## src/rtl/spi_pkg.sv

```systemverilog
/* Register map, mode and configuration structs, and the start and status
   records passed between the SPI register file and the shift engine */

`default_nettype none

package spi_pkg;

  // --------------------------------------------------------------------------
  // Register map
  // --------------------------------------------------------------------------

  typedef logic [4:0] spi_addr_t;

  localparam spi_addr_t mode_addr        = 5'd0;
  localparam spi_addr_t chip_select_addr = 5'd4;
  localparam spi_addr_t divider_addr     = 5'd8;
  localparam spi_addr_t write_addr       = 5'd12;
  localparam spi_addr_t read_addr        = 5'd16;
  localparam spi_addr_t status_addr      = 5'd20;

  // Width of the divider field as seen on the bus
  localparam int divider_default_width = 8;

  // --------------------------------------------------------------------------
  // Configuration and handshake records
  // --------------------------------------------------------------------------

  // Bit 1 is cpol, bit 0 is cpha, as in the mode register
  typedef struct packed {
    logic cpol;
    logic cpha;
  } spi_mode_t;

  typedef struct packed {
    spi_mode_t                          mode;
    logic [divider_default_width-1:0]   divider;
  } spi_config_t;

  // Engine state reported back to the register file
  typedef struct packed {
    logic       busy;
    logic [7:0] rx_data;
  } spi_status_t;

  // One-cycle start pulse with the byte to send
  typedef struct packed {
    logic       start;
    logic [7:0] tx_data;
  } spi_start_t;

endpackage

`default_nettype wire
```

## src/rtl/spi_manager.sv

```systemverilog
/* SPI manager top level joining the register file and the shift engine */

`timescale 1ns/1ns
`default_nettype none

module spi_manager
  import spi_pkg::*;
#(
  parameter int divider_width = 8
) (
  input  logic        clock,
  input  logic        reset_n,

  // Register bus
  input  spi_addr_t   rw_address,
  input  logic        read_request,
  input  logic        write_request,
  input  logic [31:0] write_data,
  input  logic [3:0]  write_strobe,
  output logic [31:0] read_data,
  output logic        read_response,
  output logic        write_response,

  // Serial pins
  output logic        sclk,
  output logic        mosi,
  input  logic        miso,
  output logic        cs
);

  spi_config_t spi_config;
  spi_start_t  start_request;
  spi_status_t status;
  logic        chip_select;

  spi_register_file #(
    .divider_width (divider_width)
  ) register_file0 (
    .clock          (clock),
    .reset_n        (reset_n),
    .rw_address     (rw_address),
    .read_request   (read_request),
    .write_request  (write_request),
    .write_data     (write_data),
    .write_strobe   (write_strobe),
    .read_data      (read_data),
    .read_response  (read_response),
    .write_response (write_response),
    .status         (status),
    .spi_config     (spi_config),
    .start_request  (start_request),
    .chip_select    (chip_select)
  );

  spi_shift_engine #(
    .divider_width (divider_width)
  ) shift_engine0 (
    .clock         (clock),
    .reset_n       (reset_n),
    .spi_config    (spi_config),
    .start_request (start_request),
    .status        (status),
    .sclk          (sclk),
    .mosi          (mosi),
    .miso          (miso)
  );

  // Chip select stays under software control
  assign cs = chip_select;

endmodule

`default_nettype wire

```

## src/rtl/spi_shift_engine.sv

```systemverilog
/* SPI shift engine: clock divider, one-hot half-period FSM, MSB-first
   mosi drive and miso sampling into the receive byte */

`timescale 1ns/1ns
`default_nettype none

module spi_shift_engine
  import spi_pkg::*;
#(
  parameter int divider_width = 8
) (
  input  logic        clock,
  input  logic        reset_n,

  // From the register file
  input  spi_config_t spi_config,
  input  spi_start_t  start_request,
  output spi_status_t status,

  // Serial pins
  output logic        sclk,
  output logic        mosi,
  input  logic        miso
);

  // One-hot states, idle plus one per sclk level
  typedef enum logic [2:0] {
    state_idle     = 3'b001,
    state_polarity = 3'b010,
    state_inverted = 3'b100
  } engine_state_t;

  engine_state_t            state;
  spi_mode_t                mode_q;
  logic [divider_width-1:0] divider_q;
  logic [divider_width-1:0] cycle_count;
  logic [3:0]               half_count;
  logic [3:0]               next_half;
  logic [7:0]               tx_q;
  logic [7:0]               rx_q;
  logic                     sclk_prev;
  logic                     half_end;
  logic                     last_half;
  logic                     sample_edge;

  assign half_end  = (cycle_count == divider_q);
  assign last_half = (half_count == 4'd15);
  assign next_half = half_count + 4'd1;

  // --------------------------------------------------------------------------
  // Transfer payload
  // --------------------------------------------------------------------------

  always_ff @(posedge clock) begin
    if (state == state_idle && start_request.start) begin
      tx_q      <= start_request.tx_data;
      divider_q <= spi_config.divider[divider_width-1:0];
    end
  end

  // --------------------------------------------------------------------------
  // Half-period state machine
  // --------------------------------------------------------------------------

  always_ff @(posedge clock) begin
    if (!reset_n) begin
      state       <= state_idle;
      mode_q      <= '0;
      sclk        <= 1'b0;
      mosi        <= 1'b0;
      cycle_count <= '0;
      half_count  <= 4'd0;
    end else begin
      case (state)
        state_idle: begin
          // Mode tracks the register so sclk settles before cs falls
          mode_q      <= spi_config.mode;
          sclk        <= spi_config.mode.cpol;
          mosi        <= 1'b0;
          cycle_count <= '0;
          half_count  <= 4'd0;
          if (start_request.start) begin
            // First bit is out before any edge
            mosi <= start_request.tx_data[7];
            if (spi_config.mode.cpha) begin
              // Leading edge comes right away and shifts
              state <= state_inverted;
              sclk  <= ~spi_config.mode.cpol;
            end else begin
              state <= state_polarity;
            end
          end
        end

        state_polarity, state_inverted: begin
          if (half_end) begin
            cycle_count <= '0;
            if (last_half) begin
              state <= state_idle;
              sclk  <= mode_q.cpol;
              mosi  <= 1'b0;
            end else begin
              half_count <= next_half;
              // Each bit spans two half periods, MSB first
              mosi       <= tx_q[~next_half[3:1]];
              if (state == state_polarity) begin
                state <= state_inverted;
                sclk  <= ~mode_q.cpol;
              end else begin
                state <= state_polarity;
                sclk  <= mode_q.cpol;
              end
            end
          end else begin
            cycle_count <= cycle_count + 1'b1;
          end
        end

        default: begin
          state <= state_idle;
          sclk  <= mode_q.cpol;
          mosi  <= 1'b0;
        end
      endcase
    end
  end

  // --------------------------------------------------------------------------
  // Receive shifter
  // --------------------------------------------------------------------------

  always_ff @(posedge clock) begin
    if (!reset_n) begin
      sclk_prev <= 1'b0;
    end else begin
      sclk_prev <= sclk;
    end
  end

  // Falling edge when cpol xor cpha, rising edge otherwise
  assign sample_edge = (mode_q.cpol ^ mode_q.cpha) ? (sclk_prev && !sclk)
                                                   : (!sclk_prev && sclk);

  always_ff @(posedge clock) begin
    if (!reset_n) begin
      rx_q <= 8'h00;
    end else if (sample_edge && state != state_idle) begin
      rx_q <= {rx_q[6:0], miso};
    end
  end

  assign status = '{busy: (state != state_idle), rx_data: rx_q};

  // --------------------------------------------------------------------------
  // Checks
  // --------------------------------------------------------------------------

  state_onehot : assert property (
    @(posedge clock) disable iff (!reset_n)
    $onehot(state)
  );

  // No stray clock edges outside a transfer
  idle_sclk_level : assert property (
    @(posedge clock) disable iff (!reset_n)
    !status.busy |-> (sclk == mode_q.cpol)
  );

endmodule

`default_nettype wire

```

## src/rtl/spi_register_file.sv

```systemverilog
/* SPI register file: bus write decode, mode, chip select, divider and
   transmit registers, registered read mux, responses and transfer start */

`timescale 1ns/1ns
`default_nettype none

module spi_register_file
  import spi_pkg::*;
#(
  parameter int divider_width = 8
) (
  input  logic        clock,
  input  logic        reset_n,

  // Register bus
  input  spi_addr_t   rw_address,
  input  logic        read_request,
  input  logic        write_request,
  input  logic [31:0] write_data,
  input  logic [3:0]  write_strobe,
  output logic [31:0] read_data,
  output logic        read_response,
  output logic        write_response,

  // Shift engine side
  input  spi_status_t status,
  output spi_config_t spi_config,
  output spi_start_t  start_request,
  output logic        chip_select
);

  // Only the low divider_width bits of the divider are kept
  localparam logic [7:0] divider_mask = 8'((16'd1 << divider_width) - 16'd1);

  spi_mode_t   mode_q;
  logic [7:0]  divider_q;
  logic [7:0]  tx_q;
  logic        write_valid;
  logic        tx_write;
  logic [31:0] read_mux;

  // Partial writes are ignored entirely
  assign write_valid = write_request && (&write_strobe);
  assign tx_write    = write_valid && (rw_address == write_addr);

  // --------------------------------------------------------------------------
  // Control registers
  // --------------------------------------------------------------------------

  always_ff @(posedge clock) begin
    if (!reset_n) begin
      mode_q      <= '0;
      chip_select <= 1'b1;
      divider_q   <= 8'h00;
      tx_q        <= 8'h00;
    end else if (write_valid) begin
      case (rw_address)
        mode_addr: begin
          mode_q <= spi_mode_t'(write_data[1:0]);
        end
        chip_select_addr: begin
          chip_select <= write_data[0];
        end
        divider_addr: begin
          divider_q <= write_data[7:0] & divider_mask;
        end
        write_addr: begin
          // A byte written mid-transfer is acknowledged and dropped
          if (!status.busy) begin
            tx_q <= write_data[7:0];
          end
        end
        default: begin
        end
      endcase
    end
  end

  assign spi_config = '{mode: mode_q, divider: divider_q};

  // --------------------------------------------------------------------------
  // Transfer start
  // --------------------------------------------------------------------------

  // Engine latches the byte on this pulse and raises busy next cycle
  assign start_request = '{
    start:   tx_write && !status.busy,
    tx_data: write_data[7:0]
  };

  // --------------------------------------------------------------------------
  // Read mux and responses
  // --------------------------------------------------------------------------

  always_comb begin
    case (rw_address)
      mode_addr:        read_mux = 32'(mode_q);
      chip_select_addr: read_mux = 32'(chip_select);
      divider_addr:     read_mux = 32'(divider_q);
      write_addr:       read_mux = 32'(tx_q);
      read_addr:        read_mux = 32'(status.rx_data);
      status_addr:      read_mux = 32'(status.busy);
      default:          read_mux = 32'h0000_0000;
    endcase
  end

  always_ff @(posedge clock) begin
    if (!reset_n) begin
      read_data      <= 32'h0000_0000;
      read_response  <= 1'b0;
      write_response <= 1'b0;
    end else begin
      read_response  <= read_request;
      write_response <= write_request;
      // Data bus is zero outside a read response
      read_data      <= read_request ? read_mux : 32'h0000_0000;
    end
  end

  // --------------------------------------------------------------------------
  // Checks
  // --------------------------------------------------------------------------

  // A start is followed by busy on the next cycle
  start_raises_busy : assert property (
    @(posedge clock) disable iff (!reset_n)
    start_request.start |=> status.busy
  );

endmodule

`default_nettype wire

```

## config.mk

```make
export PLATFORM = sky130hd
export DESIGN_NAME = spi_manager
export DESIGN_NICKNAME = d
export VERILOG_FILES = /design/src/rtl/spi_pkg.sv /design/src/rtl/spi_manager.sv /design/src/rtl/spi_shift_engine.sv /design/src/rtl/spi_register_file.sv
export SDC_FILE = /design/constraint.sdc
export NUM_CORES = 1
export LEC_CHECK = 0
export ABC_CLOCK_PERIOD_IN_PS = 2320
export BUFFER_PORTS_ARGS = -buffer_cell sky130_fd_sc_hd__buf_4
export CELL_PAD_IN_SITES_DETAIL_PLACEMENT = 0
export CELL_PAD_IN_SITES_GLOBAL_PLACEMENT = 2
export CORE_ASPECT_RATIO = 0.6
export CORE_UTILIZATION = 32
export DETAILED_ROUTE_END_ITERATION = 8
export PLACE_DENSITY = 0.79
export SYNTH_ARGS = -nofsm -noshare
export SYNTH_HDL_FRONTEND = slang
export SYNTH_SLANG_ARGS = --single-unit
```

## constraint.sdc

```tcl
create_clock -name clock -period 2.32 [get_ports clock]
set_clock_uncertainty 0.2 [all_clocks]
set_input_delay 0.116 -clock clock [delete_from_list [all_inputs] [get_ports clock]]
set_output_delay 0.116 -clock clock [all_outputs]
set_load 0.01 [all_outputs]
```

### Yosys cells after proc, flatten, opt, wreduce, memory -nomap -nowiden

Index checks and enable logic that the tools add are counted.

| word-level totals | value |
|---|---|
| flip-flop bits (word level) | 97 |
| input bits | 46 |
| output and inout port bits | 37 |

| operators by class | value |
|---|---|
| add/sub/neg operators | 2 |
| order comparisons | 1 |
| eq/ne operators | 14 |
| muxes and demuxes | 25 |
| bitwise operators | 5 |
| reduce and logical (&&, ||, !) cells | 21 |

Operator list:

| cell | number |
|---|---|
| 8-bit one-hot mux with 6 select lines | 1 |
| 8-bit one-hot mux with 2 select lines | 1 |
| 3-bit two-way mux | 5 |
| 5-bit by 4-bit equality test with 1-bit output (second input constant) | 2 |
| 5-bit equality test (second input constant) | 2 |
| 1-bit two-way mux | 10 |
| 2-bit AND reduction | 5 |
| 8-bit by 1-bit adder with 8-bit output (second input constant) | 1 |
| 8-bit equality test | 1 |
| 4-bit two-way mux | 2 |
| 8-bit two-way mux | 1 |
| 4-bit one-hot mux with 2 select lines | 1 |
| 1-bit logical AND | 7 |
| 3-bit one-hot mux with 2 select lines | 1 |
| 3-bit AND reduction | 2 |
| 5-bit by 3-bit equality test with 1-bit output (second input constant) | 1 |
| 5-bit zero test | 1 |
| 4-bit by 1-bit adder with 4-bit output (second input constant) | 1 |
| 4-bit equality test (second input constant) | 1 |
| 3-bit by 4-bit < comparator with 1-bit output (second input constant) | 1 |
| 2-bit by 1-bit != test with 1-bit output (second input constant) | 2 |
| 1-bit one-hot mux with 2 select lines | 2 |
| 4-bit AND reduction | 1 |
| 1-bit binary-select mux with 3-bit select | 1 |
| other kinds (11) | 15 |

### Longest topological paths before layout

| depth | value |
|---|---|
| depth after elaboration | 7 |
| mapped depth | 8 |
| gate-level depth less buffers | 5 |

### Cells and area by module

Synthesis repeated with hierarchy kept, for this count alone.

| unflattened totals | value |
|---|---|
| cell total of the unflattened synthesis | 341 |
| area total of the unflattened synthesis | 3568.4 um^2 |

Modules (own cells, without submodules):

| module | instances | cells each | area an instance (um^2) |
|---|---|---|---|
| spi_shift_engine | 1 | 183 | 2014.4 |
| spi_register_file | 1 | 158 | 1554.0 |

### Worst setup path after synthesis

OpenSTA, ideal clock, no wires.

| path | value |
|---|---|
| kind | reg-to-reg |
| start | register shift_engine0.state[2] |
| end | register register_file0.tx_q[7] |
| setup time | 0.128 ns |
| data arrival time | 1.657 ns |
| required time | 1.992 ns |
| path slack | 0.335 ns |
| cell stages (with the launch flop) | 9 |
| path buffers | 3 |
| period minus slack after synthesis | 1.985 ns |
| cell sequence | dfxtp_1 -> buf_2 -> nand2b_1 -> or2_1 -> clkbuf_1 -> nor3_1 -> buf_4 -> mux2i_1 -> nor2_1 |

| between the ends | value |
|---|---|
| longest elaborated chain between the ends | 3 |

Ends and longest elaborated chain:

| element | RTL line | text |
|---|---|---|
| from (decl) | spi_shift_engine.sv:33 | `engine_state_t state;` |
| from (signal assigned) | spi_shift_engine.sv:67 | `state <= state_idle;` |
| from (signal assigned) | spi_shift_engine.sv:87 | `state <= state_inverted;` |
| from (signal assigned) | spi_shift_engine.sv:90 | `state <= state_polarity;` |
| 3-bit by 1-bit != test with 1-bit output | spi_shift_engine.sv:152 | `assign status = '{busy: (state != state_idle), rx_data: rx_q};` |
| 1-bit NOT (no source line) | - |  |
| 3-bit AND reduction (no source line) | - |  |
| to (signal assigned) | spi_register_file.sv:70 | `tx_q <= write_data[7:0];` |
| to (decl) | spi_register_file.sv:37 | `logic [7:0] tx_q;` |

Every way passes these cells.
A chain may end at the register's enable or synchronous reset.

### Worst setup path in the final report

| path | value |
|---|---|
| start | register shift_engine0.cycle_count[2] |
| end | register shift_engine0.cycle_count[5] |

| between the ends | value |
|---|---|
| longest elaborated chain between the ends | 3 |

Ends and longest elaborated chain:

| element | RTL line | text |
|---|---|---|
| from (decl) | spi_shift_engine.sv:36 | `logic [divider_width-1:0] cycle_count;` |
| from (signal assigned) | spi_shift_engine.sv:115 | `cycle_count <= cycle_count + 1'b1;` |
| 8-bit by 1-bit adder with 8-bit output / 8-bit equality test (equally long branches) | spi_shift_engine.sv:115, spi_shift_engine.sv:46 |  |
| 8-bit two-way mux (*) | spi_shift_engine.sv:96 | `if (half_end) begin` |
| 8-bit one-hot mux with 2 select lines (*) | spi_shift_engine.sv:74 | `case (state)` |

Every way passes the cells marked *; elsewhere a longest branch is shown, timed or not.

==> results.json <==
{
  "outcome": "completed",
  "setup_tns_ns": 0,
  "min_path_type": "in2reg",
  "synth_edf_count": 16,
  "synth_top_cell_area_share_pct": 34.2,
  "ir_drop_uv": 362,
  "netlist_area_um2": 3340,
  "power_leakage_nw": 1.54,
  "final_antenna_net_count": 0,
  "synth_compound_area_share_pct": 10.5,
  "grt_overflow_total": 0,
  "area_delta_synth_final_pct": 24.9,
  "rows": 28,
  "wl_per_cell_um": 13.7,
  "synth_simple_gate_area_share_pct": 17.8,
  "fp.dieW_um": 134,
  "cts_max_path_buffers": 2,
  "rsz0062_at_grt": "no",
  "synth_flop_cell": "dfxtp_1",
  "htreeDepth": 3,
  "fillers": 1000,
  "cts_buffers": 9,
  "drtPass1Iterations": 4,
  "first_iter_violations": 153,
  "layoutNonFillerInstCount": 531,
  "reg2reg_depth": 5,
  "grt_pass1_vias": 2323,
  "core_um2": 9980,
  "power_frac_comb_pct": 5.6,
  "place_inst": 498,
  "wl_um": 7280,
  "tightest_slew_ns": 0.630,
  "hpwl_um": 5280,
  "netlist_instances": 334,
  "use_met3_pct": 5.12,
  "drive_above_1_share_pct": 17.7,
  "grt.total_usage_pct": 14.8,
  "ys_ff_latch": 73,
  "antenna_found_initial": 0,
  "fin_crit_ns": 2.09,
  "clock-sinks": 73,
  "antennaDiodeCount": 0,
  "final_nets": 439,
  "ys.warnings.count": 0,
  "yosysTopAreaCell": "dfxtp_1",
  "min_period_over_period_pct": 90.3,
  "cts_tree": "built",
  "io_pins": 83,
  "cts.clk_slew.worst_paths_ns": 0.05,
  "grt_first_pass_wirelength_um": 12000,
  "cp.required_ns": 2.34,
  "die_height_um": 81.1,
  "top_usage_layer": "met1",
  "die_area_um2": 10900,
  "max_clock_freq_ghz": 0.477,
  "cp_max_fo": 10,
  "avgSynthCellArea_um2": 9.99,
  "viasPerCell": 4.63,
  "initial_core_util_pct": 33.4,
  "cts-root-buf": "clkbuf_16",
  "finalHoldViolations": 0,
  "cap_viol_max_count": 0,
  "whs_path_depth": 5,
  "power.internal_w": 0.00227,
  "slew_headroom_pct": 57.7,
  "cts_resized": 0,
  "synth.area.top_cells": "dfxtp_1 34%, edfxtp_1 14%, mux2i_1 9.3%",
  "critPathKind": "reg2reg",
  "globalRouteMet2Util_pct": 20.1,
  "p_sw_w": 0.000613,
  "synth_xor_area_share_pct": 3.68,
  "critical_path_arrival_ns": 2.11,
  "met1_usage_pct": 21.3,
  "clock_power_share_pct": 49.0,
  "io_buffers": 34,
  "slew_viol_final": 0,
  "clock_latency_ns": 0.33,
  "vias": 2459,
  "yosysSeqAreaShare_pct": 48.6,
  "hold_slack_ns": 0.0841,
  "synth_mux_area_share_pct": 10.7,
  "critPathLaunchType": "register",
  "switching_share_pct": 21.3,
  "yosysUniqueCellTypes": 55,
  "p_seq_share_pct": 45.3,
  "gp_congestion": 0.766,
  "setup_viol": 0,
  "grt_max_degree": 33,
  "synth_top_family_by_area": "simple AND/OR/NAND/NOR gates",
  "p_per_area_nw_per_um2": 691,
  "end_kind": "register",
  "synthAdderAreaFrac_pct": 0.750,
  "synth-async-reset-ratio_pct": 0,
  "drc_errors": 0
}
==> cell families after synthesis <==
group,count (synthesis)
and+or+nand+nor,118
muxes,34
DFF,73
other,1
adders and majority gates,2
buffers and inverters,42
xor gates and xnor gates,14
AOI/OAI and AO/OA,50
==> layout make-up <==
| cell class | instances | area [µm²] | area share (%) |
|---|---|---|---|
| clock buffers | 12 | 258 | 6.19 |
| repair buffers | 60 | 505 | 12.1 |
| well taps | 135 | 169 | 4.06 |
| clock inverters | 4 | 50.0 | 1.20 |
| flip-flops and latches | 73 | 1620 | 38.9 |
| inverters | 5 | 18.8 | 0.451 |
| multi-input cells | 242 | 1540 | 37.0 |
==> per-layer routing <==
| layer | up-vias | share of wire (%) | wire length (µm) |
|---|---|---|---|
| li1 | 1256 | - | - |
| met1 | 1167 | 55 | 3970 |
| met2 | 32 | 41 | 2960 |
| met3 | 4 | 4.3 | 313 |
| met4 | 0 | 0.56 | 41 |
| met5 | - | 0 | 0 |
==> power by group through the flow <==
stage	logic, W	clock network (W)	registers, W
floorplan	0.000110	0	0.00133
global placement	0.000139	0	0.00133
detailed placement	0.000139	0	0.00133
CTS	0.000162	0.00145	0.00130
global route	0.000180	0.00151	0.00130
finish	0.000162	0.00141	0.00130
==> critical path, cell delays in order (launching register included) <==
cell and delay [ns]:
dfxtp_1 0.43, xnor2_1 0.15, nand4_1 0.23, o21ai_1 0.59, o21ai_0 0.19, a21o_1 0.20
==> through the flow <==
stage / worst slack, ns / instance area [µm²] / power [W] / utilization (%)
after CTS: 0.247 / 4170 / 0.00291 / 41.7
after detailed placement: 0.265 / 3690 / 0.00147 / 36.9
after global placement: 0.287 / 3690 / 0.00147 / 36.9
after global routing: 0.0210 / 4170 / 0.00300 / 41.7
final: 0.225 / 4170 / 0.00288 / 41.7
after floorplan: 0.335 / 3420 / 0.00144 / -
==> flip-flops by register name, indices dropped and copies added, names as in the netlist <==
name and cells:
shift_engine0.cycle_count 8, register_file0.tx_q 8, register_file0.spi_config 2, shift_engine0.sclk 1
register_file0.write_response 1, shift_engine0.state 3, shift_engine0.mosi 1, shift_engine0.half_count 4
register_file0.divider_q 8, register_file0.read_response 1, register_file0.chip_select 1, register_file0.read_data 8
shift_engine0.mode_q 2, shift_engine0.sclk_prev 1, shift_engine0.rx_q 8, shift_engine0.tx_q 8
shift_engine0.divider_q 8
==> placed cells by master (no fill, tap or decap), types with 4 or more instances in the layout <==
cell type,count
buf_4,42
a21oi_1,11
o21ai_0,7
dfxtp_1,57
dlygate4sd3_1,17
nor2_1,44
a21o_1,4
nand3_1,15
conb_1,24
inv_1,5
a222oi_1,6
mux2i_1,31
clkbuf_16,10
nand2_1,22
and2_1,4
nand2b_1,5
xnor2_1,13
edfxtp_1,16
==> Yosys cell counts, types with 2 or more instances <==
cell type  instances
nand4_1            3
nor3b_1            2
mux2_2             2
inv_1              5
buf_4             25
a22o_1             3
a31oi_1            3
or2_2              2
nor2b_1            3
and3_1             3
nand3_1           15
mux2i_1           31
a21o_1             4
ha_1               2
nand2b_1           5
clkbuf_1           7
edfxtp_1          16
xnor2_1           13
a21oi_1           11
nor3_1             2
nand3b_1           3
nand2_1           22
dfxtp_1           57
buf_2              3
o22ai_1            3
a222oi_1           6
nor2_1            44
nor4_1             2
o21ai_0            7
and2_1             4
a22oi_1            2
==> path summary, 6_finish.rpt <==
check | from | end | slack (ns)
setup / recovery | shift_engine0.cycle_count[2]$_SDFFE_PN0P_ | shift_engine0.cycle_count[5]$_SDFFE_PN0P_ | 0.23
hold reg to reg | register_file0.tx_q[1]$_SDFFE_PN0P_ | register_file0.read_data[1]$_SDFF_PN0_ | 0.27
setup reg to reg | shift_engine0.cycle_count[2]$_SDFFE_PN0P_ | shift_engine0.cycle_count[5]$_SDFFE_PN0P_ | 0.23
hold / removal | rw_address[2] | register_file0.chip_select$_SDFFE_PN1P_ | 0.08
==> repair_timing <==
action | in CTS | in global routing
hold buffers | 17 | 0
hold endpoints to repair | 38 | 0
endpoints found under the setup margin | 0 | 0
setup buffers | 0 | 0
(Power assumes the default switching activity.)
